**config.mk**
```make
export PLATFORM = sky130hd
export DESIGN_NAME = cmd_receiver
export DESIGN_NICKNAME = d
export VERILOG_FILES = /design/src/scope_pkg.sv /design/src/cmd_receiver.sv
export SDC_FILE = /design/constraint.sdc
export NUM_CORES = 1
export LEC_CHECK = 0
export BUFFER_PORTS_ARGS = -buffer_cell sky130_fd_sc_hd__buf_2
export CAP_MARGIN = 20
export CORE_MARGIN = 8
export CORE_UTILIZATION = 45
export CTS_BUF_LIST = sky130_fd_sc_hd__clkbuf_8
export CTS_CLUSTER_SIZE = 24
export DETAILED_ROUTE_END_ITERATION = 8
export GPL_TIMING_DRIVEN = 0
export PLACE_DENSITY = 0.74
export SYNTH_ARGS = -nofsm -noshare
export SYNTH_HDL_FRONTEND = slang
export SYNTH_SLANG_ARGS = --single-unit
```
**constraint.sdc**
```tcl
create_clock -name clk -period 3 [get_ports clk]
set_clock_uncertainty 0.05 [all_clocks]
set_input_delay 0.6 -clock clk [delete_from_list [all_inputs] [get_ports clk]]
set_output_delay 0.6 -clock clk [all_outputs]
set_load 0.05 [all_outputs]
```
**src/scope_pkg.sv**
```systemverilog
// widths, opcodes and version of the acquisition core
// shared vector types, command record, trigger config and status structs
// state encodings of the trigger and command FSMs
package scope_pkg;

	// sizes
	// --------------------
	localparam int SAMPLE_W   = 12;  // adc sample bits
	localparam int ADDR_W     = 10;  // 1024 entry ring buffer
	localparam int CMD_BYTES  = 8;   // bytes per command
	localparam int FW_VERSION = 17;  // answered by info cmd

	typedef logic signed [SAMPLE_W-1:0] sample_t;  // signed adc code
	typedef logic        [ADDR_W-1:0]   addr_t;    // ring buffer index
	typedef logic        [15:0]         count_t;   // event / post counters
	typedef logic        [31:0]         word_t;    // one response beat
	typedef logic        [7:0]          byte_t;    // one command byte

	// opcodes
	// --------------------
	localparam byte_t CMD_READ     = 8'd0;  // stream event out
	localparam byte_t CMD_ARM      = 8'd1;  // arm + status
	localparam byte_t CMD_INFO     = 8'd2;  // version
	localparam byte_t CMD_TRIG_SET = 8'd8;  // thresholds, offset, tot

	// byte 0 lands in the top bits
	typedef struct packed {
		byte_t opcode;
		byte_t b1;
		byte_t b2;
		byte_t b3;
		byte_t b4;
		byte_t b5;
		byte_t b6;
		byte_t b7;
	} cmd_t;

	typedef enum logic [1:0] {
		TRIG_NONE = 2'd0,  // fire on arm
		TRIG_FALL = 2'd1,  // below lower, then above upper
		TRIG_RISE = 2'd2   // above upper, then below lower
	} trig_type_t;

	typedef struct packed {
		sample_t    lower;     // low threshold
		sample_t    upper;     // high threshold
		byte_t      tot;       // time over threshold, samples
		trig_type_t kind;
		count_t     post_len;  // samples kept after the trigger
	} trig_cfg_t;

	typedef struct packed {
		addr_t  trig_addr;    // buffer slot of the trigger sample
		count_t event_count;
		count_t post_count;   // all ones once the event is held
		logic   ready;        // event waiting for readout
	} acq_status_t;

	// FSM encodings
	// --------------------
	typedef enum logic [2:0] {
		ACQ_IDLE, ACQ_ARM1, ACQ_ARM2, ACQ_POST, ACQ_DONE
	} acq_state_t;

	typedef enum logic [2:0] {
		ENG_RX, ENG_EXEC, ENG_TX_CONST, ENG_RD_ADDR, ENG_RD_WAIT, ENG_TX_DATA
	} eng_state_t;

endpackage

```
**src/cmd_receiver.sv**
```systemverilog
// byte-wide stream slave collecting one 8-byte command
// strobes the record and blocks input until the engine is done
`timescale 1ns/1ns

module cmd_receiver (
	input  logic             clk,
	input  logic             rstn,
	input  logic             i_rx_valid,
	input  scope_pkg::byte_t i_rx_data,
	output logic             o_rx_ready,
	input  logic             i_cmd_done,    // engine finished the command
	output scope_pkg::cmd_t  o_cmd,
	output logic             o_cmd_strobe
);

	logic [$clog2(scope_pkg::CMD_BYTES)-1:0] byte_cnt;  // bytes taken so far
	logic                                    rx_fire;
	logic                                    last_byte;

	assign rx_fire   = i_rx_valid && o_rx_ready;  // byte handshake
	assign last_byte = (int'(byte_cnt) == scope_pkg::CMD_BYTES - 1);

	always_ff @(posedge clk or negedge rstn) begin
		if (!rstn) begin
			byte_cnt     <= '0;
			o_rx_ready   <= 1'b1;  // open for the first command
			o_cmd_strobe <= 1'b0;
		end else begin
			o_cmd_strobe <= 1'b0;  // single cycle pulse
			if (rx_fire) begin
				if (last_byte) begin
					byte_cnt     <= '0;
					o_rx_ready   <= 1'b0;  // hold off while executing
					o_cmd_strobe <= 1'b1;
				end else begin
					byte_cnt <= byte_cnt + 1'b1;
				end
			end
			if (i_cmd_done)
				o_rx_ready <= 1'b1;
		end
	end

	// shift in, so byte 0 ends up as the opcode
	always_ff @(posedge clk) begin
		if (rx_fire)
			o_cmd <= scope_pkg::cmd_t'({o_cmd[$bits(scope_pkg::cmd_t)-9:0], i_rx_data});
	end

endmodule

```
-- Yosys cells after proc, flatten, opt, wreduce, memory -nomap -nowiden
Index checks and enable logic that the tools add are counted.
- register bits: 69
- input port bits: 12
- equal/unequal tests: 1
- muxes and demuxes: 6
- $add $sub $neg: 1
- reductions and logical operators: 4
- operators with widths (operator ; count):
    2-to-1 mux 1 bit ; 5
    nonzero test 2 bit ; 2
    adder 3 x 1 -> 3 bit (second input constant) ; 1
    equality test 3 x 1 -> 1 bit (second input constant) ; 1
    2-to-1 mux 3 bit ; 1
    AND reduction 2 bit ; 1
    logical AND 1 bit ; 1

-- Logic depth before layout (Yosys ltp)
- depth in word-level cells: 4
- mapped depth: 4
- depth with buffers taken out: 4

-- Worst setup path after synthesis
No wires, ideal clock.
- path type: register to register
- from: reg o_rx_ready
- to: reg o_cmd[0] (netlist name) (enable)
- period minus slack after synthesis: 2584 ps
- buffers on the path: 0
- path slack: 416 ps
- arrival time: 2116 ps
- stages on the path, launching flop included: 3
- cells stage by stage: dfstp_2 > nand2_2 > inv_1
- longest elaborated chain between the ends: 1
- RTL lines (item ; RTL line ; RTL):
    start: declaration ; cmd_receiver.sv:10 ; output logic o_rx_ready,
    start signal: assignment ; cmd_receiver.sv:26 ; o_rx_ready <= 1'b1;
    start signal: assignment ; cmd_receiver.sv:33 ; o_rx_ready <= 1'b0;
    start signal: assignment ; cmd_receiver.sv:40 ; o_rx_ready <= 1'b1;
    logical AND 1 bit ; cmd_receiver.sv:20 ; assign rx_fire = i_rx_valid && o_rx_ready;
    end signal: assignment ; cmd_receiver.sv:47 ; o_cmd <= scope_pkg::cmd_t'({o_cmd[$bits(scope_pkg::cmd_t)-9:0], i_rx_data});
    end: declaration ; cmd_receiver.sv:12 ; output scope_pkg::cmd_t o_cmd,
Every way passes these cells.
A chain may end at the register's enable or synchronous reset.

-- Worst setup path in the final report
- from: reg o_rx_ready
- to: out o_rx_ready
No word-level cell between the ends.

==> results by group <==
Global routing
  – First-pass GRT wire length: 6130 µm
  – GR Layer Usage met2: between 15 and 20%
  – Vias in the first global route: 1201
  – Met3 usage: 7.63%
  – GR met1 Demand/Resource: between 10% and 20%
  – Busiest layer in global routing: met2
  – Total GRT Usage: 11.5%
  – Congestion Overflow GR: 0
  – Pin count of the biggest net entering global routing: 47
  – Antenna violations before repair: 0

Worst setup path
  – Crit path max-delay family: flip-flops
  – CP Launch Type: flip-flop
  – Total buffers and inverters traversed by the critical path: 1
  – Critical R2R Launch: o_rx_ready$_DFFE_PN1P_
  – Worst endpoint required time: 2350 ps
  – Worst Path Class, Setup: reg -> out
  – CP max-delay cell: dfstp_2
  – Data arrival, critical path: 1150 ps
  – Worst R2R Setup Slack: roughly 1300 ps
  – CP Capture Type: output pin
  – Worst R2R Path Depth: 3
  – FF-to-FF End: o_cmd[1]$_DFFE_PN_
  – Slowest cell delay on critical path: 550 ps
  – CP max FO: 4
  – Worst-path cell chain: buf_2

Clock network
  – Insertion delay to the later sink of the worst-skew pair: 330 ps
  – TritonCTS clock tree: done
  – Post-cts resize count: 0
  – Clock Sinks: slightly below 70
  – Clock root buffer: clkbuf_8
  – CTS Buf Count: 9
  – Clock Tree Buf Depth: 2
  – Hold bufs inserted after CTS: 0
  – Setup bufs post-CTS: 0
  – H-Tree Depth: 3
  – CTS clk-pin slew, worst paths: 70 ps

Cells and area
  – Layout cells sized above 1: a little under three fifths
  – Layout Cells excl Fill: around 230
  – Nets: 183
  – Antenna fix cells: 0
  – Synthesis-to-layout area growth: 30.7%
  – Filler instances: 358
  – Commonest non-fill, non-tap cell in the layout: buf_2
  – Most frequent cells in the layout: buf_2 (77), edfxtp_1 (64), clkbuf_8 (10)

Power and ir drop
  – Psw: around 0.00088 W
  – Clock power frac: a little over a quarter
  – Switching share of power: 33.3%
  – Seq pwr share: 48.9%
  – Static Leak: 1.17 nW
  – Comb power frac: approximately a quarter
  – Power Internal: 0.00177 W
  – Peak VDD IR: ~440 µV
  – Power Total: 0.00265 W
  – P per Cell Area: 943 nW/µm²

Timing
  – Sum of negative setup slack: 0 ps
  – Tcrit/Tclk final: 60.0%
  – Max_slew headroom: 72.4%
  – Final Hold Fails: 0
  – F_max: 0.555 GHz
  – Final setup fails: 0
  – Tmin final: about 1800 ps
  – RSZ-0062 raised after global routing: no
  – Slew Viols, Final: 0
  – Setup WS post-layout: 1200 ps
  – Worst-margin pin slew: approximately 410 ps
  – Min Hold Slack: 21.2 ps

Logic synthesis
  – Synth area leaders: edfxtp_1 (89%), dfrtp_1 (4.7%), mux2_4 (2.1%)
  – Post-Syn Nets: 94
  – Synth area leader: edfxtp_1
  – Top cell type's share of synthesized area: between 80% and 90%
  – Yosys reg bits: 69
  – Avg Cell Area, Syn: between 20 and 30 µm²
  – Sequential fraction of the synthesis area: 95.2%
  – Mapped Area: 2150 µm²
  – Cell count after synthesis: 80
  – Synthesis warning total: 0
  – Distinct cells, synth: 11

Drt
  – DR iter-0 viols: 70
  – Drt via density: 4.71
  – ANT nets after route: 0
  – Vias after detailed routing: 1073
  – Routed WL per cell: 17.6 µm
  – Routed wire length: 4020 µm
  – First-pass DRT Iterations: 4
  – Post-route DRC: 0

Floorplanning
  – Ports: between 70 and 80
  – Die span in y: about 85 µm
  – Die Span X: around 85 µm
  – DIE AREA: 7250 µm²
  – Initial Utilization: 46.1%
  – Core box area: 4660 µm²
  – Placement row count: 25

Outcome
  – Outcome: finished, final reports clean

Placement
  – Post-Place Worst Slack: 1150 ps
  – Hpwl dp: 2890 µm
  – GPL Wtd Cong: 0.692
  – Placed insts: 212
  – PortBufs: 77

Run
  – Number of max-cap violations: 0

Min path
  – Worst hold path type: in -> async
cell families (layout without fill, tap and decap cells):
| logic type | count (synthesis) | after routing | synth area share (%) |
|---|---|---|---|
| adder cells (fa/ha/maj) | 2 | 2 | 1.16 |
| flip-flops | 69 | 69 | 95.2 |
| AO/OA/AOI/OAI | 1 | 1 | 0.349 |
| multiplexers | 3 | 3 | 2.09 |
| AND/OR/NAND/NOR | 4 | 4 | 0.989 |
| buffers and inverters | 1 | 95 | 0.174 |
layer usage:
layer  part of all wire, %  wire length (µm)  vias up
met4                   2.5                99        0
met3                    14               580       10
met5                     0                 0        -
met1                    38              1550      502
met2                    45              1790       68
li1                      -                 -      493
worst max-delay path by stage:
stage	startpoint	to	slack [ps]	cells past startpoint
finish	o_rx_ready$_DFFE_PN1P_	o_rx_ready	1200	1
global route	o_rx_ready$_DFFE_PN1P_	o_rx_ready	1160	1
CTS	o_rx_ready$_DFFE_PN1P_	o_rx_ready	1180	1
detailed placement	i_rx_valid	o_cmd[10]$_DFFE_PN_	1150	4
global placement	i_rx_valid	o_cmd[50]$_DFFE_PN_	80	3
floorplan	o_rx_ready$_DFFE_PN1P_	o_cmd[0]$_DFFE_PN_	420	2
state kept, by name (all words and copies together) (netlist names):
register and cells:
byte_cnt 3, o_cmd 64, o_cmd_strobe 1, o_rx_ready 1
cell usage after synthesis (all sizes together):
cell type / instances
a21o: 1
ha: 2
nor2: 1
edfxtp: 64
dfstp: 1
nand2: 2
dfrtp: 4
inv: 1
mux2: 3
and3: 1
worst register-to-register path: cells and delay by family (launching register included):
kind,cells,cell delay (ps)
DFF,1,550
buffers and inverters,2,640
and+or+nand+nor,1,100
power by group through the flow:
stage          clock, W  sequential, W  combinational [W]
5_1_grt        0.000758        0.00132           0.000684
6_report       0.000702        0.00130           0.000653
3_3_place_gp          0        0.00131           0.000636
4_1_cts        0.000723        0.00130           0.000661
3_5_place_dp          0        0.00132           0.000658
2_1_floorplan         0        0.00171           0.000106
per-stage QoR:
| stage | utilization [%] | area (µm²) |
|---|---|---|
| finish | 60.3 | 2810 |
| floorplan | - | 2150 |
| global placement | 55.9 | 2600 |
| global route | 60.3 | 2810 |
| CTS | 60.3 | 2810 |
| detailed placement | 56.3 | 2620 |
cell type report:
class | count | area [µm²] | share of cell area [%]
clock inverters | 6 | 50.0 | 1.78
clock buffers | 10 | 138 | 4.90
repair buffers | 78 | 405 | 14.4
multi-input cells | 10 | 98.8 | 3.52
inverters | 1 | 3.75 | 0.134
well taps | 54 | 67.6 | 2.40
flip-flops and latches | 69 | 2050 | 72.9
No activity file was read; power rests on OpenSTA's default activity.
