<file path="src/scope_pkg.sv">
// widths, opcodes and version of the acquisition core
// shared vector types, command record, trigger config and status structs
// state encodings of the trigger and command FSMs
package scope_pkg;

	// sizes
	// --------------------
	localparam int SAMPLE_W   = 12;  // adc sample bits
	localparam int ADDR_W     = 10;  // 1024 entry ring buffer
	localparam int CMD_BYTES  = 8;   // bytes per command
	localparam int FW_VERSION = 17;  // answered by info cmd

	typedef logic signed [SAMPLE_W-1:0] sample_t;  // signed adc code
	typedef logic        [ADDR_W-1:0]   addr_t;    // ring buffer index
	typedef logic        [15:0]         count_t;   // event / post counters
	typedef logic        [31:0]         word_t;    // one response beat
	typedef logic        [7:0]          byte_t;    // one command byte

	// opcodes
	// --------------------
	localparam byte_t CMD_READ     = 8'd0;  // stream event out
	localparam byte_t CMD_ARM      = 8'd1;  // arm + status
	localparam byte_t CMD_INFO     = 8'd2;  // version
	localparam byte_t CMD_TRIG_SET = 8'd8;  // thresholds, offset, tot

	// byte 0 lands in the top bits
	typedef struct packed {
		byte_t opcode;
		byte_t b1;
		byte_t b2;
		byte_t b3;
		byte_t b4;
		byte_t b5;
		byte_t b6;
		byte_t b7;
	} cmd_t;

	typedef enum logic [1:0] {
		TRIG_NONE = 2'd0,  // fire on arm
		TRIG_FALL = 2'd1,  // below lower, then above upper
		TRIG_RISE = 2'd2   // above upper, then below lower
	} trig_type_t;

	typedef struct packed {
		sample_t    lower;     // low threshold
		sample_t    upper;     // high threshold
		byte_t      tot;       // time over threshold, samples
		trig_type_t kind;
		count_t     post_len;  // samples kept after the trigger
	} trig_cfg_t;

	typedef struct packed {
		addr_t  trig_addr;    // buffer slot of the trigger sample
		count_t event_count;
		count_t post_count;   // all ones once the event is held
		logic   ready;        // event waiting for readout
	} acq_status_t;

	// FSM encodings
	// --------------------
	typedef enum logic [2:0] {
		ACQ_IDLE, ACQ_ARM1, ACQ_ARM2, ACQ_POST, ACQ_DONE
	} acq_state_t;

	typedef enum logic [2:0] {
		ENG_RX, ENG_EXEC, ENG_TX_CONST, ENG_RD_ADDR, ENG_RD_WAIT, ENG_TX_DATA
	} eng_state_t;

endpackage

</file>
<file path="src/acq_trigger.sv">
// trigger FSM with time-over-threshold qualification
// ring buffer write pointer, post-trigger and event counters
`timescale 1ns/1ns

module acq_trigger (
	input  logic                   clk,
	input  logic                   rstn,
	input  scope_pkg::sample_t     i_sample,
	input  scope_pkg::trig_cfg_t   i_cfg,
	input  logic                   i_arm,           // start a new event
	input  logic                   i_readout_done,  // release the held event
	output scope_pkg::acq_status_t o_status,
	output logic                   o_wr_en,
	output scope_pkg::addr_t       o_wr_addr,
	output scope_pkg::sample_t     o_wr_data
);

	scope_pkg::acq_state_t state;
	scope_pkg::trig_type_t kind_q;     // kind captured at arm
	scope_pkg::count_t     len_q;      // post length captured at arm
	scope_pkg::byte_t      tot_cnt;    // qualifying samples seen
	scope_pkg::addr_t      trig_addr;
	scope_pkg::count_t     event_cnt;
	scope_pkg::count_t     post_cnt;
	scope_pkg::addr_t      wr_next;    // slot the current sample goes to
	logic                  first_hit;  // arm1 condition
	logic                  qual_hit;   // arm2 condition

	assign wr_next = o_wr_en ? o_wr_addr + 1'b1 : o_wr_addr;

	// rising swaps the roles of the two thresholds
	always_comb begin
		if (kind_q == scope_pkg::TRIG_RISE) begin
			first_hit = i_sample > i_cfg.upper;
			qual_hit  = i_sample < i_cfg.lower;
		end else begin
			first_hit = i_sample < i_cfg.lower;
			qual_hit  = i_sample > i_cfg.upper;
		end
	end

	// write side
	// --------------------
	always_ff @(posedge clk or negedge rstn) begin
		if (!rstn) begin
			o_wr_en   <= 1'b0;
			o_wr_addr <= '0;
		end else begin
			o_wr_en <= (state != scope_pkg::ACQ_DONE);  // freeze buffer while held
			if (o_wr_en)
				o_wr_addr <= o_wr_addr + 1'b1;  // wraps at the top
		end
	end

	always_ff @(posedge clk) begin
		o_wr_data <= i_sample;
	end

	// trigger FSM
	// --------------------
	always_ff @(posedge clk or negedge rstn) begin
		if (!rstn) begin
			state     <= scope_pkg::ACQ_IDLE;
			kind_q    <= scope_pkg::TRIG_NONE;
			len_q     <= '0;
			tot_cnt   <= '0;
			trig_addr <= '0;
			event_cnt <= '0;
			post_cnt  <= '0;
		end else begin
			case (state)
				scope_pkg::ACQ_IDLE: begin
					tot_cnt <= '0;
					if (i_arm) begin
						kind_q <= i_cfg.kind;
						len_q  <= i_cfg.post_len;
						if (i_cfg.kind == scope_pkg::TRIG_FALL ||
						    i_cfg.kind == scope_pkg::TRIG_RISE) begin
							state <= scope_pkg::ACQ_ARM1;
						end else begin
							trig_addr <= wr_next;  // free running, fire now
							state     <= scope_pkg::ACQ_POST;
						end
					end
				end
				scope_pkg::ACQ_ARM1: begin
					if (first_hit)
						state <= scope_pkg::ACQ_ARM2;
				end
				scope_pkg::ACQ_ARM2: begin
					if (qual_hit) begin
						if (tot_cnt >= i_cfg.tot) begin
							trig_addr <= wr_next;  // slot of this sample
							state     <= scope_pkg::ACQ_POST;
						end else begin
							tot_cnt <= tot_cnt + 1'b1;
						end
					end
				end
				scope_pkg::ACQ_POST: begin
					if (post_cnt < len_q) begin
						post_cnt <= post_cnt + 1'b1;
					end else begin
						event_cnt <= event_cnt + 1'b1;
						post_cnt  <= '1;  // marks event ready
						state     <= scope_pkg::ACQ_DONE;
					end
				end
				scope_pkg::ACQ_DONE: begin
					if (i_readout_done) begin
						post_cnt <= '0;
						state    <= scope_pkg::ACQ_IDLE;
					end
				end
				default: state <= scope_pkg::ACQ_IDLE;
			endcase
		end
	end

	assign o_status.trig_addr   = trig_addr;
	assign o_status.event_count = event_cnt;
	assign o_status.post_count  = post_cnt;
	assign o_status.ready       = (state == scope_pkg::ACQ_DONE);

endmodule

</file>
<file path="config.mk">
export PLATFORM = sky130hd
export DESIGN_NAME = acq_trigger
export DESIGN_NICKNAME = d
export VERILOG_FILES = /design/src/scope_pkg.sv /design/src/acq_trigger.sv
export SDC_FILE = /design/constraint.sdc
export NUM_CORES = 1
export LEC_CHECK = 0
export BUFFER_PORTS_ARGS = -buffer_cell sky130_fd_sc_hd__buf_2
export CAP_MARGIN = 20
export CORE_MARGIN = 2
export CORE_UTILIZATION = 59
export CTS_BUF_LIST = sky130_fd_sc_hd__clkbuf_4 sky130_fd_sc_hd__clkbuf_8
export CTS_CLUSTER_DIAMETER = 60
export DETAILED_ROUTE_END_ITERATION = 10
export PLACE_DENSITY = 0.88
export SYNTH_ARGS = -nofsm -noshare
export SYNTH_HDL_FRONTEND = slang
export SYNTH_SLANG_ARGS = --single-unit
</file>
<file path="constraint.sdc">
create_clock -name clk -period 7.15 [get_ports clk]
set_clock_uncertainty 0.15 [all_clocks]
set_input_delay 1.0725 -clock clk [delete_from_list [all_inputs] [get_ports clk]]
set_output_delay 1.0725 -clock clk [all_outputs]
set_load 0.03 [all_outputs]
</file>
# Yosys cells after proc, flatten, opt, wreduce, memory -nomap -nowiden
# Index checks and enable logic that the tools add are counted.
# word_totals
output_inout_bits	66
word_cells	67
inputBits	66
register_bits	94
# op_classes
addsub	4
n_bitwise	1
magnitude_cmp	4
n_eq_ne	16
n_mux	22
reduce_logical	10
# ops
cell	n
10-bit 2-to-1 mux	5
16-bit by 1-bit adder with 16-bit output (second input constant)	2
16-bit 2-to-1 mux	2
16-bit case mux with 2 select lines	1
10-bit case mux with 2 select lines	1
3-bit 2-to-1 mux	6
16-bit less-than comparator	1
8-bit 2-to-1 mux	2
2-bit inequality test (second input constant)	8
8-bit case mux with 2 select lines	1
3-bit case mux with 5 select lines	1
12-bit > comparator	1
12-bit less-than comparator	1
10-bit by 1-bit adder with 10-bit output (second input constant)	1
8-bit by 1-bit adder with 8-bit output (second input constant)	1
8-bit >= comparator	1
3-bit by 2-bit equality test with 1-bit output (second input constant)	2
2-bit AND reduction	3
6-bit AND reduction	1
5-bit AND reduction	1
2-bit equality test (second input constant)	2
2-bit nonzero test	2
3-bit by 1-bit equality test with 1-bit output (second input constant)	1
3-bit equality test (second input constant)	1
other kinds (8)	9

# Logic depth before layout (Yosys ltp)
# Gate-level depths: netlist (run 1).
# depth
word_depth	5
mapped_depth	9
ltp_nobuf	9

# Worst setup path after synthesis (run 1)
# OpenSTA, ideal clock, no wires.
# synth_path
path_kind	input port to flip-flop
start	in i_cfg[43] (netlist name)
end	reg state[0]
required_time_ns	6.872
slack_ns	4.000
setup_time_ns	0.128
n_path_buf	0
path_stages	9
arrival_ns	2.873
cell_sequence	inv_1 -> ha_1 -> a2111oi_0 -> o21ai_0 -> nand2_1 -> a311oi_1 -> a2111oi_2 -> o211ai_2 -> mux2_1
# synth_via
elab_chain_cells	4
word_cells_on_any_way	6
# synth_lines
element	line	rtl
start, declared	acq_trigger.sv:9	input scope_pkg::trig_cfg_t i_cfg,
12-bit less-than comparator *	acq_trigger.sv:35, acq_trigger.sv:37	
1-bit 2-to-1 mux	acq_trigger.sv:33	if (kind_q == scope_pkg::TRIG_RISE) begin
2-bit inequality test (no line)	--	
6-bit AND reduction (no line) *	--	
end signal, assigned	acq_trigger.sv:63	state <= scope_pkg::ACQ_IDLE;
end signal, assigned	acq_trigger.sv:79	state <= scope_pkg::ACQ_ARM1;
end signal, assigned	acq_trigger.sv:82	state <= scope_pkg::ACQ_POST;
end, declared	acq_trigger.sv:18	scope_pkg::acq_state_t state;
# Mark *: on every way between the ends. The rest lies on a longest branch, timed or not.
# A chain may end at the register's enable or synchronous reset.

# Worst setup path after layout (run 1)
# layout_path
start	in i_sample[5]
end	reg trig_addr[5]
# layout_via
elab_chain_cells	4
word_cells_on_any_way	5
# layout_lines
element	line	rtl
start, declared	acq_trigger.sv:8	input scope_pkg::sample_t i_sample,
12-bit > comparator or 12-bit less-than comparator (tied branches)	acq_trigger.sv:38, acq_trigger.sv:35	
1-bit 2-to-1 mux *	acq_trigger.sv:33	
2-bit inequality test (no line) *	--	
5-bit AND reduction (no line) *	--	
end signal, assigned	acq_trigger.sv:81	trig_addr <= wr_next;
end signal, assigned	acq_trigger.sv:93	trig_addr <= wr_next;
end, declared	acq_trigger.sv:22	scope_pkg::addr_t trig_addr;
# Marked as above.

==> run summary, run 1 <==
The number of global-route vias before repair came to approximately 4400. The area inside the core boundary came out at between 8000 and 9000 um^2. The share of synthesized area spent on multiplexers came out at 0.0417.

For met2 alone, demand over resource in global routing was 0.454. The areal power density over the cells is about 380 nW/um^2. The worst-case headroom to the max-slew limit is 0.267. In this run, the number of DRC markers left after iteration 0 of detailed routing was around 170. Input and output buffers added on the ports amount to between 100 and 150.

The TritonCTS clock tree is built. The count of final max-slew check failures is 0. The initial core utilization came out at 0.615. The maximum count of clock buffers along a single path came out at 2. The post-synthesis simple-gate area fraction is 0.159. The die extent in x came out at 97.0 um. The adder-cell share of the synthesized area is 0.123. The congestion estimate from routability-driven global placement came to about 0.84.

The endpoint arrival time on the critical path is 3.50 ns. For this run, the post-layout net count is approximately 760. Setup repair after global routing left no endpoint under its margin. The number of inserted filler cells in the final layout is 593.

The flow ran to the end, and the final reports show no timing, DRC or antenna violations. In this run, CTS created clock tree buffers numbering 9. In this run the number of H-tree levels came out at 3. The classification of the worst-slack hold path is reg -> reg. The transition time at the pin with the least slew margin came out at about 1.1 ns.

The fraction of final layout cells sized beyond drive strength 1 is 0.273. The number of flip-flops and latches in the synthesized netlist is 94. The max-capacitance violation count came out at 0. The finished cells cover 6060 um^2.

The net count after synthesis is around 630. Counting flops with a built-in enable in the synthesized netlist gives 0. The number of warnings printed during yosys synthesis is 0. The fmax came out at between 0.2 and 0.3 GHz. The count of hold-fix buffers inserted at cts came out at 0. The global-route wire length before repair came out at about 20000 um. The part of the Yosys area used for sequential elements is 0.449. The fraction of synthesized cell area in xor and xnor cells came out at 0.0429. The initial antenna violation count is 0. The leakage power summed over all cells came out at between 3 and 4 nW. For this run, design rule violations remaining after detail routing come to 0. In this run the post-CTS setup repair buffer count came out at 0. The global-route usage over all layers is 0.258. The most instantiated flip-flop cell in the synthesis netlist is sky130_fd_sc_hd__dfrtp_1.

Yosys mapped the design onto 62 distinct sky130hd cell types. The via count of the routed design came out at between 4000 and 5000. The share of the synthesized area in compound gates (AO/OA/AOI/OAI) was 0.136. The row count came out at 33. The full die area is between 9000 and 10000 um^2. The setup slack of the worst register-to-register path is around 4.2 ns.

The post-synthesis async set-or-reset flop share is 0.872. The post-detailed-placement half-perimeter wirelength is 8880 um. For the finished layout, the period the worst path requires is around 3.4 ns. The routed wire length per instance is about 16 um.

A synthesized cell averages just under 10 um^2. For this run, the detailed router's first-pass iteration total came to 5. The global-route track usage on met3 came out at 0.0527.

The required time at the endpoint of the critical path is 7.25 ns. CTS placed an instance of sky130_fd_sc_hd__clkbuf_8 at the clock tree root. In the global route stage, met1 resource usage came out at 0.317.

The final-layout setup total negative slack came out at 0 ns. The via count normalized by instance count is between 5 and 6. The critical path capture point type is a register. The hold violation count in the final report was 0.

After detailed placement, the total cell area comes to about 6000 um^2. The count of final setup violators came out at 0. The clock slew at the register clock pins of the worst setup and hold paths is roughly 0.090 ns.

The summed instance area of the synthesized netlist came out at approximately 5000 um^2. The global routing stage identified its most utilized layer as met2. The number of gates resized after CTS came out at 0. In this run the worst path has a maximum fanout of 10. The TritonCTS sink count came out at between 90 and 100.

The boundary pin count is around 130. The critical path is of the in -> reg type. The cell count after synthesis came out at 515. The category of the worst setup path launch point is a primary input. By area, the combinational part of the netlist is dominated by simple AND/OR/NAND/NOR gates.

The total detailed-routing wirelength came out at around 12000 um. The number of diodes is 0. The final cycle utilization of the critical path is 0.475. After global routing the overflow that remains totals 0. The latest clock arrival within the worst-skew pair came out at roughly 0.37 ns. The die outline height came out at slightly below 100 um.

The largest vdd supply drop is around 0.00015 V. The number of nets still failing antenna checks after routing came out at 0. The pin count of the biggest net entering global routing is 83. The signed area change from the synthesized netlist to the final layout is 18.7%.
[cell usage in the layout (no fill, tap or decap), types with 4 or more instances in the layout]
master / netlist / final
sky130_fd_sc_hd__nor2_1: 17 / 17
sky130_fd_sc_hd__nor3_1: 8 / 8
sky130_fd_sc_hd__nand3_1: 28 / 28
sky130_fd_sc_hd__xor2_1: 11 / 11
sky130_fd_sc_hd__nor2b_1: 4 / 4
sky130_fd_sc_hd__ha_1: 50 / 50
sky130_fd_sc_hd__nand2b_1: 6 / 6
sky130_fd_sc_hd__clkbuf_8: 0 / 12
sky130_fd_sc_hd__inv_1: 53 / 53
sky130_fd_sc_hd__nand4_1: 15 / 15
sky130_fd_sc_hd__a31oi_1: 4 / 4
sky130_fd_sc_hd__buf_2: 2 / 130
sky130_fd_sc_hd__dfrtp_1: 82 / 82
sky130_fd_sc_hd__a21oi_1: 26 / 26
sky130_fd_sc_hd__or3_1: 5 / 5
sky130_fd_sc_hd__o21ai_0: 29 / 29
sky130_fd_sc_hd__nand2_1: 52 / 52
sky130_fd_sc_hd__and3_1: 8 / 8
sky130_fd_sc_hd__dfxtp_1: 12 / 12
sky130_fd_sc_hd__xnor2_1: 14 / 14
sky130_fd_sc_hd__nor4_1: 4 / 4
sky130_fd_sc_hd__o211ai_1: 11 / 11
sky130_fd_sc_hd__mux2_2: 17 / 17
[cell type report]
type,instances,area [um^2],share of cell area
repair buffers,132,686,0.113
inverters,53,199,0.0328
flip-flops and latches,94,2290,0.378
clock inverters,4,28.8,0.00475
clock buffers,12,165,0.0272
multi-input cells,357,2560,0.422
well taps,105,131,0.0217
[per-layer routing]
metal | up-vias | share of wire
met2 | 164 | 0.52
met5 | - | 0
met3 | 22 | 0.054
li1 | 2093 | -
met1 | 2094 | 0.41
met4 | 0 | 0.016
[cell families after synthesis]
logic type                 count (synthesis)
xor gates and xnor gates                  25
AOI/OAI and AO/OA                        103
DFF                                       94
buffers and inverters                     64
and+or+nand+nor                          160
muxes                                     19
adders and majority gates                 50
[cell usage after synthesis, drive strengths merged (6+ instances only)]
cell type  number  share of area
a21oi          27          0.027
and3            8         0.0098
clkbuf          7         0.0051
dfrtp          82           0.40
dfxtp          12          0.047
ha             50           0.12
inv            53          0.039
mux2           18          0.040
nand2          52          0.038
nand2b          6         0.0074
nand3          28          0.027
nand4          15          0.018
nor2           17          0.012
nor3            8         0.0078
o211ai         12          0.019
o21ai          30          0.029
xnor2          14          0.024
xor2           11          0.019
[sequential cells by signal (all words and copies together), names as in the netlist]
signal	flops
trig_addr	10
o_wr_data	12
tot_cnt	8
o_wr_addr	10
state	3
event_cnt	16
len_q	16
post_cnt	16
kind_q	2
o_wr_en	1
[through the flow]
step	utilization	setup slack, ns	total power, W	hold slack (ns)	cells
CTS	0.727	3.77	0.00233	0.327	756
global route	0.730	3.66	0.00249	0.349	757
floorplan	-	4.00	0.00166	0.323	515
detailed placement	0.704	3.38	0.00198	0.311	740
finish	0.730	3.76	0.00233	0.323	757
global placement	0.704	3.61	0.00191	0.308	740
[final timing paths]
kind,startpoint,endpoint,depth (start not counted)
setup / recovery,i_sample[5],trig_addr[5],9
hold / removal,event_cnt[15],event_cnt[15],1
setup reg to reg,post_cnt[2],state[0],8
hold reg to reg,event_cnt[15],event_cnt[15],1
max in group asynchronous,rstn,tot_cnt[6],2
min in group asynchronous,rstn,trig_addr[8],1
[power breakdown]
part / leakage, nW / switching [W] / total (W) / internal, W
clock network: 0.0950 / 0.000190 / 0.000345 / 0.000156
registers: 1.11 / 0.000168 / 0.000859 / 0.000691
logic: 1.85 / 0.000698 / 0.00112 / 0.000424
total: 3.06 / 0.00106 / 0.00233 / 0.00127
[critical path, stage by stage]
cell,delay [ns]
sky130_fd_sc_hd__buf_2,0.12
sky130_fd_sc_hd__ha_1,0.33
sky130_fd_sc_hd__a2111oi_0,0.46
sky130_fd_sc_hd__o21ai_0,0.19
sky130_fd_sc_hd__nand2_1,0.13
sky130_fd_sc_hd__a31oi_1,0.13
sky130_fd_sc_hd__o221ai_1,0.31
sky130_fd_sc_hd__nand2_1,0.37
sky130_fd_sc_hd__mux2_2,0.39
No activity file was read; power rests on OpenSTA's default activity.
==> inputs of run 2 (changes only) <==
--- a/config.mk
+++ b/config.mk
@@ -8,11 +8,11 @@
 export BUFFER_PORTS_ARGS = -buffer_cell sky130_fd_sc_hd__buf_2
 export CAP_MARGIN = 20
 export CORE_MARGIN = 2
-export CORE_UTILIZATION = 59
+export CORE_UTILIZATION = 50
 export CTS_BUF_LIST = sky130_fd_sc_hd__clkbuf_4 sky130_fd_sc_hd__clkbuf_8
 export CTS_CLUSTER_DIAMETER = 60
 export DETAILED_ROUTE_END_ITERATION = 10
-export PLACE_DENSITY = 0.88
+export PLACE_DENSITY = 0.79
 export SYNTH_ARGS = -nofsm -noshare
 export SYNTH_HDL_FRONTEND = slang
 export SYNTH_SLANG_ARGS = --single-unit
==> constraint.sdc (replaced) <==
create_clock -name clk -period 3.05 [get_ports clk]
set_clock_uncertainty 0.15 [all_clocks]
set_input_delay 0.4575 -clock clk [delete_from_list [all_inputs] [get_ports clk]]
set_output_delay 0.4575 -clock clk [all_outputs]
set_load 0.03 [all_outputs]
==> run summary, run 2 (synthesis gave the netlist of run 1 again) <==
During I/O placement, the number of pins put on the boundary was 132. The internal power summed over all cells is a little over 0.003 W. The largest vdd supply drop is 0.000432 V. The number of nets still failing antenna checks after routing is 0. The final cycle utilization of the critical path is 0.916. The sequential cell fraction of total power came out at 0.355. The classification of the worst-slack hold path is in -> reg. For this design the static power due to leakage is 3.12 nW. The core region is a little under 10000 um^2. The clock root buffer is sky130_fd_sc_hd__clkbuf_8.

The post-detailed-placement half-perimeter wirelength is approximately 9300 um. The pin count of the biggest net entering global routing came out at 83. The required time at the endpoint of the critical path came out at 3.14 ns. Setup repair after global routing left no endpoint under its margin. The switching share of power is 0.447. Clock-pin slew was measured on the worst setup and hold paths at 0.09 ns. The max-capacitance violation count came out at 0.

The count of final setup violators came out at 0. The areal power density over the cells is a little under 900 nW/um^2. The number of gates resized after CTS came out at 0.

Before antenna repair, the detailed router went through 4 iterations. The number of H-tree branching levels came out at 3. The total overflow left after global routing is 0.

The count of buffers from port buffering came out at between 100 and 150. For this block, the via count after detailed routing is around 4300. No sink is reached through more buffers than the 2 on the longest clock path. After detailed routing, the number of remaining DRC violations is 0. The hold violation count in the final report is 0. For the worst setup path, the data arrival time is approximately 2.9 ns. The routed wire length per instance is ~15 um. The largest registers in the layout are event_cnt: 16 flops, len_q: 16 flops, post_cnt: 16 flops. The die outline height is 105 um.

The critical path capture point type is a register. The highest-delay cell along the critical path is sky130_fd_sc_hd__or4_1. The logic gate share of total power is 0.512. The signed area change from the synthesized netlist to the final layout is 21.0%.

The time the final worst path needs with I/O delays and setup came out at ~2.8 ns. The critical path goes through ha_1 > or4_1 > a21oi_1 > o311ai_2 > a211oi_4 > a2111oi_2 > o211ai_2 > mux2_1. The number of global-route vias before repair came out at approximately 4400. The row count is 36. The later pin in the worst-skew pair is clocked with a latency of roughly 0.35 ns. The total detailed-routing wirelength came out at roughly 12000 um. The number of diodes is 0. The DRC marker count from the first detailed-route iteration is approximately 240.

The initial core utilization is 0.518. Among cell families on the critical path, the largest total delay comes from compound AO/OA/AOI/OAI gates. The total setup buffers inserted after CTS is 0.

The fmax is between 0.3 and 0.4 GHz. The largest fanout of any net on the critical path came out at 5. The TritonCTS clock tree is built. The buffer and inverter count on the worst path came out at 0. Measured on the finished design, the core utilization comes to 0.627.

The largest stage delay on the critical path came out at 0.51 ns. The initial antenna violation count is 0. The power after layout is 0.00553 W. The global-route usage over all layers is 0.224. The summed area of non-filler cells in the final layout came out at 6180 um^2.

In the layout the commonest cells are 130 x sky130_fd_sc_hd__buf_2, 82 x sky130_fd_sc_hd__dfrtp_1, 53 x sky130_fd_sc_hd__inv_1. The number of clock buffers added by TritonCTS is 9. The count of final max-slew check failures was 0. The run finished with clean final reports. The worst-case headroom to the max-slew limit came out at 0.624. The final-layout setup total negative slack came out at 0 ns. The via count normalized by instance count is between 5 and 6.

The full die area came out at between 10000 and 15000 um^2. The transition time at the pin with the least slew margin is between 0.5 and 0.6 ns. The die extent in x is between 100 and 150 um. The share of total power dissipated in the clock network is 0.132.

The placer congestion estimate is 0.821. The area of placed instances is 5980 um^2. The global-route wire length before repair came out at between 20000 and 25000 um. The final-layout worst hold slack came out at 0.0849 ns. The fraction of final layout cells sized beyond drive strength 1 is 0.286. The setup path with the least slack is of type reg -> reg. STA classifies the critical path startpoint as a register. Leaving out fill and tap cells, the most frequent cell in the layout is sky130_fd_sc_hd__buf_2. The number of inserted filler cells in the final layout came out at between 800 and 900. The net switching power of the design is 0.00247 W.

The count of hold-fix buffers inserted at cts came out at 0. The final net count is 778. The TritonCTS sink count is 94.
==> run 2: path summary, 6_finish.rpt <==
check	startpoint	endpoint	slack (ns)	cells after the start
worst max register to register	post_cnt[1]	state[0]	0.26	8
min in group asynchronous	rstn	trig_addr[2]	0.31	2
worst min-delay path	i_sample[5]	o_wr_data[5]	0.08	1
max in group asynchronous	rstn	event_cnt[11]	1.86	3
worst min register to register	event_cnt[15]	event_cnt[15]	0.33	1
worst max-delay path	post_cnt[1]	state[0]	0.26	8
==> run 2: stage by stage <==
| stage | setup WS (ns) | std cells |
|---|---|---|
| 2_1_floorplan | 0.295 | 515 |
| 3_3_place_gp | 0.252 | 782 |
| 3_5_place_dp | 0.149 | 782 |
| 4_1_cts | 0.270 | 796 |
| 5_1_grt | 0.128 | 798 |
| 6_report | 0.257 | 798 |
==> run 2: final cells by class <==
cell class,count,area [um^2],share of cell area
well taps,133,166,0.0269
repair buffers,147,801,0.130
flip-flops and latches,94,2290,0.371
inverters,53,199,0.0322
clock inverters,2,10.0,0.00162
clock buffers,12,153,0.0247
multi-input cells,357,2560,0.414
==> run 2: layer usage <==
layer	global-route usage	wire (um)	up-vias
met5	0	0	-
met4	0.0790	165	0
met3	0.0337	543	17
met2	0.379	5750	118
met1	0.293	5470	2096
li1	-	-	2115
==> run 2: power groups by stage <==
stage | Sequential, W | Clock [W] | Combinational, W
5_1_grt | 0.00202 | 0.000793 | 0.00313
3_3_place_gp | 0.00196 | 0 | 0.00268
3_5_place_dp | 0.00198 | 0 | 0.00281
2_1_floorplan | 0.00235 | 0 | 0.00155
6_report | 0.00196 | 0.000732 | 0.00283
4_1_cts | 0.00196 | 0.000747 | 0.00283
