## src/scope_pkg.sv

```systemverilog
// widths, opcodes and version of the acquisition core
// shared vector types, command record, trigger config and status structs
// state encodings of the trigger and command FSMs
package scope_pkg;

	// sizes
	// --------------------
	localparam int SAMPLE_W   = 12;  // adc sample bits
	localparam int ADDR_W     = 10;  // 1024 entry ring buffer
	localparam int CMD_BYTES  = 8;   // bytes per command
	localparam int FW_VERSION = 17;  // answered by info cmd

	typedef logic signed [SAMPLE_W-1:0] sample_t;  // signed adc code
	typedef logic        [ADDR_W-1:0]   addr_t;    // ring buffer index
	typedef logic        [15:0]         count_t;   // event / post counters
	typedef logic        [31:0]         word_t;    // one response beat
	typedef logic        [7:0]          byte_t;    // one command byte

	// opcodes
	// --------------------
	localparam byte_t CMD_READ     = 8'd0;  // stream event out
	localparam byte_t CMD_ARM      = 8'd1;  // arm + status
	localparam byte_t CMD_INFO     = 8'd2;  // version
	localparam byte_t CMD_TRIG_SET = 8'd8;  // thresholds, offset, tot

	// byte 0 lands in the top bits
	typedef struct packed {
		byte_t opcode;
		byte_t b1;
		byte_t b2;
		byte_t b3;
		byte_t b4;
		byte_t b5;
		byte_t b6;
		byte_t b7;
	} cmd_t;

	typedef enum logic [1:0] {
		TRIG_NONE = 2'd0,  // fire on arm
		TRIG_FALL = 2'd1,  // below lower, then above upper
		TRIG_RISE = 2'd2   // above upper, then below lower
	} trig_type_t;

	typedef struct packed {
		sample_t    lower;     // low threshold
		sample_t    upper;     // high threshold
		byte_t      tot;       // time over threshold, samples
		trig_type_t kind;
		count_t     post_len;  // samples kept after the trigger
	} trig_cfg_t;

	typedef struct packed {
		addr_t  trig_addr;    // buffer slot of the trigger sample
		count_t event_count;
		count_t post_count;   // all ones once the event is held
		logic   ready;        // event waiting for readout
	} acq_status_t;

	// FSM encodings
	// --------------------
	typedef enum logic [2:0] {
		ACQ_IDLE, ACQ_ARM1, ACQ_ARM2, ACQ_POST, ACQ_DONE
	} acq_state_t;

	typedef enum logic [2:0] {
		ENG_RX, ENG_EXEC, ENG_TX_CONST, ENG_RD_ADDR, ENG_RD_WAIT, ENG_TX_DATA
	} eng_state_t;

endpackage

```

## src/cmd_engine.sv

```systemverilog
// command execution: trigger settings, arm, version, event readout
// drives the 32-bit stream master with keep and last
// readout packs two samples per word from the ring buffer
`timescale 1ns/1ns

module cmd_engine (
	input  logic                   clk,
	input  logic                   rstn,
	input  scope_pkg::cmd_t        i_cmd,
	input  logic                   i_cmd_strobe,
	output logic                   o_cmd_done,      // reopens the receiver
	input  scope_pkg::acq_status_t i_status,
	output scope_pkg::trig_cfg_t   o_cfg,
	output logic                   o_arm,
	output logic                   o_readout_done,
	output scope_pkg::addr_t       o_rd_addr,
	input  scope_pkg::sample_t     i_rd_data,
	output logic                   o_tx_valid,
	output scope_pkg::word_t       o_tx_data,
	output logic [3:0]             o_tx_keep,
	output logic                   o_tx_last,
	input  logic                   i_tx_ready
);

	scope_pkg::eng_state_t state;
	scope_pkg::addr_t      pre_offset;  // samples shown before the trigger
	scope_pkg::word_t      rem;         // bytes still to send
	scope_pkg::sample_t    first_q;     // low sample of the word
	scope_pkg::word_t      const_word;  // single word answers
	scope_pkg::sample_t    thr_lo;
	scope_pkg::sample_t    thr_hi;
	logic                  is_const;
	logic                  tx_fire;

	// keep bits from the remaining byte count
	function automatic logic [3:0] keep_of(input scope_pkg::word_t left);
		case (left)
			32'd0:   keep_of = 4'b0000;
			32'd1:   keep_of = 4'b0001;
			32'd2:   keep_of = 4'b0011;
			32'd3:   keep_of = 4'b0111;
			default: keep_of = 4'b1111;
		endcase
	endfunction

	assign tx_fire = o_tx_valid && i_tx_ready;

	// thresholds, mid scale 128, 8 bit to 12 bit
	assign thr_lo = ((scope_pkg::sample_t'(i_cmd.b1) - scope_pkg::sample_t'(i_cmd.b2)
	                  - scope_pkg::sample_t'(128)) << 4) + scope_pkg::sample_t'(8);
	assign thr_hi = ((scope_pkg::sample_t'(i_cmd.b1) + scope_pkg::sample_t'(i_cmd.b2)
	                  - scope_pkg::sample_t'(128)) << 4) + scope_pkg::sample_t'(8);

	assign is_const = (i_cmd.opcode == scope_pkg::CMD_ARM) ||
	                  (i_cmd.opcode == scope_pkg::CMD_INFO) ||
	                  (i_cmd.opcode == scope_pkg::CMD_TRIG_SET);

	always_comb begin
		case (i_cmd.opcode)
			scope_pkg::CMD_ARM:
				const_word = {i_status.event_count, i_status.post_count};
			scope_pkg::CMD_INFO:
				const_word = (i_cmd.b1 == 8'd0) ? scope_pkg::word_t'(scope_pkg::FW_VERSION) : '0;
			scope_pkg::CMD_TRIG_SET:
				const_word = scope_pkg::word_t'(scope_pkg::CMD_TRIG_SET);  // echo opcode
			default:
				const_word = '0;
		endcase
	end

	// control FSM
	// --------------------
	always_ff @(posedge clk or negedge rstn) begin
		if (!rstn) begin
			state          <= scope_pkg::ENG_RX;
			o_cfg          <= '0;
			pre_offset     <= '0;
			rem            <= '0;
			o_rd_addr      <= '0;
			o_tx_valid     <= 1'b0;
			o_tx_keep      <= 4'b0000;
			o_tx_last      <= 1'b0;
			o_cmd_done     <= 1'b0;
			o_arm          <= 1'b0;
			o_readout_done <= 1'b0;
		end else begin
			o_cmd_done     <= 1'b0;  // pulses
			o_arm          <= 1'b0;
			o_readout_done <= 1'b0;
			case (state)
				scope_pkg::ENG_RX: begin
					if (i_cmd_strobe) begin
						case (i_cmd.opcode)
							scope_pkg::CMD_READ: begin
								rem   <= {i_cmd.b7, i_cmd.b6, i_cmd.b5, i_cmd.b4};
								state <= scope_pkg::ENG_EXEC;
							end
							scope_pkg::CMD_ARM: begin
								o_cfg.kind     <= scope_pkg::trig_type_t'(i_cmd.b1[1:0]);
								o_cfg.post_len <= {i_cmd.b5, i_cmd.b4};
								o_arm          <= (i_status.post_count == '0);  // no event pending
							end
							scope_pkg::CMD_TRIG_SET: begin
								o_cfg.lower <= thr_lo;
								o_cfg.upper <= thr_hi;
								o_cfg.tot   <= i_cmd.b5;
								pre_offset  <= {i_cmd.b3[1:0], i_cmd.b4};
							end
							scope_pkg::CMD_INFO: begin
								rem <= '0;  // answer only
							end
							default: begin
								o_cmd_done <= 1'b1;  // unknown, drop it
							end
						endcase
						if (is_const) begin
							o_tx_valid <= 1'b1;
							o_tx_keep  <= 4'b1111;
							o_tx_last  <= 1'b1;
							state      <= scope_pkg::ENG_TX_CONST;
						end
					end
				end
				scope_pkg::ENG_TX_CONST: begin
					if (tx_fire) begin
						o_tx_valid <= 1'b0;
						o_tx_last  <= 1'b0;
						o_cmd_done <= 1'b1;
						state      <= scope_pkg::ENG_RX;
					end
				end
				scope_pkg::ENG_EXEC: begin
					o_rd_addr <= i_status.trig_addr - pre_offset;  // wraps in the ring
					if (rem == '0) begin
						o_cmd_done     <= 1'b1;  // empty readout
						o_readout_done <= i_status.ready;
						state          <= scope_pkg::ENG_RX;
					end else begin
						state <= scope_pkg::ENG_RD_ADDR;
					end
				end
				scope_pkg::ENG_RD_ADDR: begin
					o_rd_addr <= o_rd_addr + 1'b1;  // second sample
					state     <= scope_pkg::ENG_RD_WAIT;
				end
				scope_pkg::ENG_RD_WAIT: begin
					state <= scope_pkg::ENG_TX_DATA;  // first sample on ram output
				end
				scope_pkg::ENG_TX_DATA: begin
					if (!o_tx_valid) begin
						o_tx_valid <= 1'b1;  // word loaded this edge
						o_tx_keep  <= keep_of(rem);
						o_tx_last  <= (rem <= 32'd4);
						o_rd_addr  <= o_rd_addr + 1'b1;  // next word start
					end else if (i_tx_ready) begin
						o_tx_valid <= 1'b0;
						o_tx_last  <= 1'b0;
						if (rem <= 32'd4) begin
							o_cmd_done     <= 1'b1;
							o_readout_done <= i_status.ready;  // free the buffer
							state          <= scope_pkg::ENG_RX;
						end else begin
							rem   <= rem - 32'd4;
							state <= scope_pkg::ENG_RD_ADDR;
						end
					end
				end
				default: state <= scope_pkg::ENG_RX;
			endcase
		end
	end

	// payload
	// --------------------
	always_ff @(posedge clk) begin
		if (state == scope_pkg::ENG_RD_WAIT)
			first_q <= i_rd_data;
		if (state == scope_pkg::ENG_RX && i_cmd_strobe)
			o_tx_data <= const_word;
		else if (state == scope_pkg::ENG_TX_DATA && !o_tx_valid)
			o_tx_data <= {4'b0000, i_rd_data, 4'b0000, first_q};  // 2nd high, 1st low
	end

endmodule

```

## config.mk

```make
export PLATFORM = sky130hd
export DESIGN_NAME = cmd_engine
export DESIGN_NICKNAME = d
export VERILOG_FILES = /design/src/scope_pkg.sv /design/src/cmd_engine.sv
export SDC_FILE = /design/constraint.sdc
export NUM_CORES = 1
export LEC_CHECK = 0
export BUFFER_PORTS_ARGS = -buffer_cell sky130_fd_sc_hd__buf_4
export CAP_MARGIN = 15
export CELL_PAD_IN_SITES_DETAIL_PLACEMENT = 0
export CELL_PAD_IN_SITES_GLOBAL_PLACEMENT = 2
export CORE_MARGIN = 4
export CORE_UTILIZATION = 34
export DETAILED_ROUTE_END_ITERATION = 10
export PLACE_DENSITY_LB_ADDON = 0.15
export SLEW_MARGIN = 20
export SYNTH_ARGS = -nofsm -noshare
export SYNTH_HDL_FRONTEND = slang
export SYNTH_SLANG_ARGS = --single-unit
export TNS_END_PERCENT = 5
```

## constraint.sdc

```tcl
create_clock -name clk -period 10.3 [get_ports clk]
set_clock_uncertainty 0.2 [all_clocks]
set_input_delay 2.06 -clock clk [delete_from_list [all_inputs] [get_ports clk]]
set_output_delay 2.06 -clock clk [all_outputs]
set_load 0.05 [all_outputs]
```

# [Word-level counts from Yosys, hierarchy flattened]
# Index checks and enable logic that the tools add are counted.
[op_classes] add_sub_neg=9 n_reduce_logical=24 muxes=51 n_eq_ne=21 order_cmp=1
[op_table] operator="32-bit two-way mux" n=6
[op_table] operator="32-bit one-hot mux with 2 select lines" n=2
[op_table] operator="32-bit one-hot mux with 3 select lines" n=1
[op_table] operator="32-bit by 2-bit equality test with 1-bit output, second input constant" n=2
[op_table] operator="32-bit by 1-bit equality test with 1-bit output, second input constant" n=1
[op_table] operator="32-bit by 3-bit less-or-equal comparator with 1-bit output, second input constant" n=1
[op_table] operator="32-bit logical NOT" n=1
[op_table] operator="32-bit by 3-bit subtractor with 32-bit output, second input constant" n=1
[op_table] operator="10-bit one-hot mux with 3 select lines" n=1
[op_table] operator="12-bit by 5-bit adder with 12-bit output, second input constant" n=2
[op_table] operator="1-bit two-way mux" n=21
[op_table] operator="3-bit two-way mux" n=6
[op_table] operator="3-bit one-hot mux with 6 select lines" n=1
[op_table] operator="16-bit logical NOT" n=1
[op_table] operator="8-bit logical NOT" n=2
[op_table] operator="4-bit one-hot mux with 4 select lines" n=1
[op_table] operator="8-bit subtractor, second input constant" n=2
[op_table] operator="2-bit != test, second input constant" n=7
[op_table] operator="4-bit two-way mux" n=3
[op_table] operator="10-bit by 1-bit adder with 10-bit output, second input constant" n=1
[op_table] operator="10-bit two-way mux" n=1
[op_table] operator="5-bit AND reduction" n=2
[op_table] operator="10-bit subtractor" n=1
[op_table] operator="8-bit adder" n=1
[op_table] operator="other kinds (26)" n=38
[totals] out_inout_bits=101 in_bits=123 register_bits=158

# [Depth between registers and ports, before layout]
# Gate-level depths: netlist of run 1.
[logic_depth] ltp_word=6 mapped_depth=12 depth_no_buf=12

# [Worst setup path before layout of run 1]
# No wires, ideal clock.
[synth_timing] kind="input-to-reg" from="input i_cmd_strobe" to="register o_tx_data[0], enable pin" arrival_time_ns=3.639 path_slack_ns=5.804 cell_stages=3 required_ns=9.443 path_buffers=1 setup_time_ns=0.657 cell_sequence="nand3_1 clkbuf_1 o21ai_0"
[synth_between] elab_chain_cells=2
[synth_rtl] element="start, declared" line_no="cmd_engine.sv:10" rtl="input logic i_cmd_strobe,"
[synth_rtl] element="1-bit logical AND" line_no="cmd_engine.sv:178" rtl="if (state == scope_pkg::ENG_RX && i_cmd_strobe)"
[synth_rtl] element="2-bit nonzero test (no line)"
[synth_rtl] element="end signal, assigned" line_no="cmd_engine.sv:179" rtl="o_tx_data <= const_word;"
[synth_rtl] element="end signal, assigned" line_no="cmd_engine.sv:181" rtl="o_tx_data <= {4'b0000, i_rd_data, 4'b0000, first_q};"
[synth_rtl] element="end, declared" line_no="cmd_engine.sv:19" rtl="output scope_pkg::word_t o_tx_data,"
# No other way between the ends.
# A chain may end at the register's enable or synchronous reset.

# [Worst setup path in the final report of run 1]
[layout_timing] from="input i_cmd[58] (netlist bit)" to="register rem[4]"
[layout_between] elab_chain_cells=4 elab_cells_between_ends=7
[layout_rtl] element="start, declared" line_no="cmd_engine.sv:9" rtl="input scope_pkg::cmd_t i_cmd,"
[layout_rtl] element="8-bit by 2-bit equality test with 1-bit output / 8-bit logical NOT (equally long branches)" line_no="cmd_engine.sv:93" rtl="case (i_cmd.opcode)"
[layout_rtl] element="32-bit one-hot mux with 2 select lines" line_no="cmd_engine.sv:93"
[layout_rtl] element="32-bit two-way mux" line_no="cmd_engine.sv:92" rtl="if (i_cmd_strobe) begin"
[layout_rtl] element="32-bit one-hot mux with 2 select lines" line_no="cmd_engine.sv:90" rtl="case (state)"
[layout_rtl] element="end signal, assigned" line_no="cmd_engine.sv:95" rtl="rem <= {i_cmd.b7, i_cmd.b6, i_cmd.b5, i_cmd.b4};"
[layout_rtl] element="end signal, assigned" line_no="cmd_engine.sv:163" rtl="rem <= rem - 32'd4;"
[layout_rtl] element="end, declared" line_no="cmd_engine.sv:27" rtl="scope_pkg::word_t rem;"
# Parallel ways exist; a longest one is shown, timed or not. The select of a mux whose other input is x is not followed.

==> reports/qor.txt, run 1 <==
Worst Setup Start Kind: input port
hold depth: 2
RSZ-0062 raised after global routing: false
crit-path max FO: 46
status: finished clean
Non-Filler Instances: 1405
HP Start: o_cfg[35]
worst endpoint required time: 10.37 ns
Peak Freq: 0.230 GHz
mean area per synthesized cell: 9.25 um2
WL/cell: 16.9 um
Die ar.: 0.0265 mm2
Slowest-stage cell, CP: or4_1
final worst slack: 5.95 ns
Post-Synthesis Cells: 880
Crit path arrival time: 4.41 ns
final number of setup-violating endpoints: 0
cts hold-fix bufs: 0
Die X: 163 um
drt total wl: 23800 um
number of post-CTS setup repair buffers: 0
GRT Total Usage: 17.6%
worst reg2reg endpoint: rem[25]
largest net degree at the start of global routing: 64
Worst setup EP type: flop
Reg2Reg Depth: 6
global-route wire length before repair: 37000 um
Unique masters post-synth: 54
commonest cells after routing, fill and taps aside: buf_4, nand2_1, dfrtp_1
Synth Flop Type: dfrtp_1
number of global-route vias before repair: 6696
dpl ws: 5.48 ns
commonest non-fill, non-tap cell in the layout: buf_4
clk sink count: 150
sequence of cells on the critical path: buf_4, or4_1, nor2_4, a21boi_0, nor3_4, nand2_2, o21ai_0, o21ai_0
worst relative slew slack: 29.3%
Final Hold Fails: 0
CTS root buf: clkbuf_16
Via Count: 6916
Initial Util: 34.6%
CTS tree: built
Seq/Total Area, Yosys: 48.8%
clk_lat worst skew: 0.42 ns
row count: 56
Overall Power: 2470 uW
critical path type: in2reg
ANT nets after route: 0
register area: 0.00397 mm2
fraction of layout cells with a size suffix above 1: 26.2%
clk buf depth: 2
Seq cells post-synth: 150
nets: 1238
crit-path max cell delay: 0.57 ns
pwr dens: 234 mW/mm2
Hold Path End: o_cfg[35]
Clk pin slew, worst setup/hold paths: 0.07 ns
Avg Vias per Cell: 4.92
Post-route DRC: 0
I/O pin count: 224
Core Area: 0.0235 mm2
post-cts gate resize count: 0
Hold Worst Slack: 0.270 ns
Static Leak: 0.00499 uW
drt pass-1 iters: 5
worst reg2reg setup slack: 7.12 ns
Max-cap violations: 0
post-synthesis cell area: 0.00814 mm2
Antenna Cells: 0
ys async rst share: 70.7%
gr ovfl total: 0
HPWL after DPL: 16900 um
initial antenna violation count: 0
Num CTS Buffers: 17
# port buffers: 211
final setup TNS: 0 ns
fin crit period: 4.35 ns
CP dominant cell by count: o21ai_0
reg-to-reg critical path startpoint: state[1]
number of flops mapped to enable cells by yosys: 44
placer's final routability congestion estimate: 0.771
Max H-tree Level: 4
hold crit path type: reg2reg
DP Cell Count: 1373
Detailed Route Iter0 Violations: 388
Die Y: 163 um
Max Transition Viols Final: 0
P&R area growth vs syn: 29.5%
Final period util: 42.2%
Synth Warn #: 0
fill count: 2403
Worst Tran Pin Value: 1.06 ns
worst vdd ir: 0.000110 V
multi-input logic area: 0.00382 mm2
==> through the flow <==
stage	util [%]	cell area [um2]
3_3_place_gp	42.4	9980
4_1_cts	44.8	10500
6_report	44.8	10500
3_5_place_dp	42.4	9980
2_1_floorplan	-	8160
5_1_grt	44.8	10500
==> how the worst max path moves through the flow <==
stage / startpoint / end / slack (ns)
2_1_floorplan: i_cmd_strobe / o_tx_data[0] / 5.80
3_3_place_gp: i_cmd[58] / rem[18] / 5.50
3_5_place_dp: i_cmd[58] / rem[25] / 5.48
4_1_cts: i_cmd[58] / rem[8] / 5.91
5_1_grt: i_cmd[58] / rem[14] / 5.65
6_report: i_cmd[58] / rem[4] / 5.95
==> area by class of cell <==
class                           instances  area share (%)
Clock inverter                         15            1.29
Multi-Input combinational cell        646            36.2
Sequential cell                       150            37.7
Tap cell                              319            3.79
Timing Repair Buffer                  219            15.6
Inverter                               39            1.39
Clock buffer                           17            4.04
==> critical path, delay by kind of cell <==
kind,cells,cell delay (ns)
buf+inv,1,0.10
simple gates,4,1.58
compound gates,3,0.65
==> flip-flops by register name, indices dropped and copies added, names as in the netlist, 3 cells and up <==
register	flops
rem	32
o_rd_addr	10
o_cfg	42
pre_offset	10
state	3
first_q	12
o_tx_keep	4
o_tx_data	32
==> report_power, final <==
group          switching [uW]  total, uW  internal, uW
Combinational             656        954           299
Clock                     289        608           319
Sequential                118        909           791
Total                    1060       2470          1410
==> cell usage after synthesis, drive strengths merged (3+ instances only) <==
| cell | instances | area share [%] |
|---|---|---|
| a211oi | 3 | 0.28 |
| a21o | 5 | 0.46 |
| a21oi | 72 | 4.4 |
| a221oi | 3 | 0.32 |
| a22oi | 4 | 0.37 |
| a31oi | 5 | 0.38 |
| a32oi | 10 | 1.1 |
| and2 | 7 | 0.57 |
| and3 | 16 | 1.2 |
| and4 | 3 | 0.34 |
| buf | 17 | 1.4 |
| clkbuf | 33 | 1.5 |
| dfrtp | 106 | 33 |
| edfxtp | 44 | 16 |
| fa | 3 | 0.74 |
| ha | 39 | 6.0 |
| inv | 39 | 1.8 |
| mux2 | 20 | 2.8 |
| nand2 | 144 | 6.7 |
| nand2b | 8 | 0.61 |
| nand3 | 40 | 2.6 |
| nand4 | 6 | 0.46 |
| nor2 | 73 | 3.5 |
| nor3 | 19 | 1.4 |
| nor4 | 10 | 0.77 |
| o2111a | 4 | 0.55 |
| o21a | 5 | 0.46 |
| o21ai | 93 | 5.7 |
| o21bai | 5 | 0.46 |
| o22ai | 3 | 0.23 |
| or3 | 6 | 0.46 |
| or4 | 7 | 0.69 |
| xnor2 | 8 | 0.86 |
| xor2 | 9 | 0.97 |
==> per-layer routing <==
metal  share of wire (%)  GRT usage (%)  up-vias
met3                 5.1           4.07       15
met4                 1.1           4.04        0
met5                   0              0        -
li1                    -              -     3484
met1                  49           25.5     3250
met2                  45           27.0      167
==> logic make-up (layout without fill, tap and decap cells) <==
logic type               Yosys count  count (layout)  share of synthesized area, %
other                              1               6                        0.0461
adder cells (fa/ha/maj)           42              42                          6.73
XOR/XNOR                          17              17                          1.83
flip-flops                       150             150                          48.8
AND/OR/NAND/NOR                  342             342                          19.6
buffers and inverters             89             290                          4.72
AO/OA/AOI/OAI                    219             219                          15.5
multiplexers                      20              20                          2.77
Note: power is estimated with default switching activity, not from simulation.
==> inputs of run 2 (changes only) <==
Settings changed: CORE_UTILIZATION 34 to 28.
Clock period 10.3 ns to 3.7 ns, I/O delays scaled along.
==> run 2 against run 1 <==
Sequential share of layout area is 0.68 points lower. First-iteration DRC count shrank 14%. Global-route usage is 1.9 points lower. Setup slack worse by 5.0 ns. Clock power rose to 2.9 times the previous value. Largest cell class unchanged.
==> reports/qor.txt, run 2 (same netlist as run 1, synthesis figures left out) <==
I/O pin count: 224 (unchanged)
ANT nets after route: 0 (unchanged)
fin crit period: 2.77 ns
P&R area growth vs syn: 31.9%
clk buf depth: 2 (unchanged)
status: finished clean
final number of setup-violating endpoints: 0 (unchanged)
Crit path max-delay family: simple AND/OR/NAND/NOR gates
sequence of cells on the critical path: buf_4, or4_1, nor2_4, a21boi_0, nor3_4, nand2_2, buf_4, o21ai_0, o21ai_0
Die ar.: 0.0319 mm2 (+20%)
# port buffers: 211 (unchanged)
critical path type: in2reg
Detailed Route Iter0 Violations: 332 (-14%)
Final period util: 74.8%
HPWL after DPL: 18200 um (+7.4%)
crit-path max FO: 46 (unchanged)
Bufs and invs on worst path: 2 (+1)
post-cts gate resize count: 0 (unchanged)
Post-route DRC: 0 (unchanged)
pwr dens: 650 mW/mm2 (+180%)
commonest non-fill, non-tap cell in the layout: buf_4
max reg flops: 42 (unchanged)
Die Y: 179 um (+9.7%)
Worst Tran Pin Value: 0.950 ns (-0.110 ns)
GRT Total Usage: 15.8% (-1.9 points)
Antenna Cells: 0 (unchanged)
initial antenna violation count: 0 (unchanged)
Clk pin slew, worst setup/hold paths: 0.08 ns (about the same)
gr ovfl total: 0 (unchanged)
commonest cells after routing, fill and taps aside: buf_4, nand2_1, dfrtp_1
Num CTS Buffers: 17 (unchanged)
worst vdd ir: 0.000299 V (+170%)
final worst slack: 0.933 ns (-5.02 ns)
Max H-tree Level: 4 (unchanged)
Final Hold Fails: 0 (unchanged)
final design utilization: 37.4% (-7.4 points)
dpl ws: 0.451 ns (-5.03 ns)
Max Transition Viols Final: 0 (unchanged)
worst relative slew slack: 36.7% (+7.3 points)
clk sink count: 150 (unchanged)
Core Area: 0.0287 mm2 (+22%)
Via Count: 6951 (+0.51%)
Crit path arrival time: 2.85 ns (-1.56 ns)
row count: 62 (+11%)
placer's final routability congestion estimate: 0.773 (+0.14%)
Static Leak: 0.00505 uW (+1.3%)
number of global-route vias before repair: 6988 (+4.4%)
Max-cap violations: 0 (unchanged)
final setup TNS: 0 ns (unchanged)
Avg Vias per Cell: 4.70 (-4.5%)
crit-path max cell delay: 0.56 ns (about the same)
Largest Register: o_cfg
fraction of layout cells with a size suffix above 1: 26.8% (+0.51 points)
Peak Freq: 0.361 GHz
CTS root buf: clkbuf_16
Slowest-stage cell, CP: or4_1
Initial Util: 28.4% (-6.2 points)
multi-input logic area: 0.00382 mm2 (about the same)
cts hold-fix bufs: 0 (unchanged)
CTS tree: built
global-route wire length before repair: 39700 um (+7.1%)
WL/cell: 16.9 um (about the same)
Die X: 179 um (+9.7%)
fill count: 3027 (+26%)
register area: 0.00397 mm2 (unchanged)
drt pass-1 iters: 5 (unchanged)
number of post-CTS setup repair buffers: 0 (unchanged)
clk_lat worst skew: 0.43 ns (about the same)
RSZ-0062 raised after global routing: false
Worst Setup Start Kind: input port
nets: 1247 (+0.73%)
largest net degree at the start of global routing: 68 (+6.3%)
drt total wl: 25000 um (+5.2%)
worst endpoint required time: 3.79 ns (-6.58 ns)
hold crit path type: in2async
Largest regs: o_cfg (42), o_tx_data (32), rem (32)
Worst setup EP type: flop
-- run 2: changes by cell type in the layout (fill, tap and decap cells not counted), sizes merged --
| cell | change |
|---|---|
| buf | +9 |
| clkinv | +2 |
| clkinvlp | -1 |
| inv | -1 |
-- run 2: layer usage --
metal	vias up	GRT usage, %	routed length [um]
met5	-	0	0
met4	0	3.65	238
met3	12	2.76	1170
met2	161	25.0	11800
met1	3281	22.5	11800
li1	3497	-	-
-- run 2: path summary, 6_finish.rpt --
check                           startpoint   endpoint  slack (ns)  depth (start not counted)
min in group clk                 o_cfg[35]  o_cfg[35]        0.27                          2
worst max register to register      rem[6]    rem[11]        0.98                          8
max in group asynchronous             rstn   o_cfg[1]        2.29                          2
worst min register to register   o_cfg[35]  o_cfg[35]        0.27                          2
worst max-delay path             i_cmd[58]    rem[11]        0.93                          9
worst min-delay path                  rstn  o_cfg[14]        0.24                          1
-- run 2: power breakdown --
part           switching (uW)  internal, uW
Clock                     839           902
Sequential                337          2200
Combinational            1840           858
-- run 2: per-stage QoR --
| step | total power, uW | cells | area (um2) | hold WS (ns) |
|---|---|---|---|---|
| finish | 6980 | 1479 | 10700 | 0.237 |
| global route | 7440 | 1479 | 10700 | 0.277 |
| CTS | 7070 | 1479 | 10700 | 0.276 |
| detailed placement | 5290 | 1447 | 10200 | 0.262 |
| global placement | 5290 | 1447 | 10200 | 0.257 |
| floorplan | 4390 | 885 | 8160 | 0.241 |
-- run 2: final cells by class --
type                    instances  share of cell area [%]
clock buffers                  17                    3.96
clock inverters                15                    1.47
inverters                      39                    1.36
multi-input cells             646                    35.5
flip-flops and latches        150                    37.0
well taps                     384                    4.48
repair buffers                228                    16.2
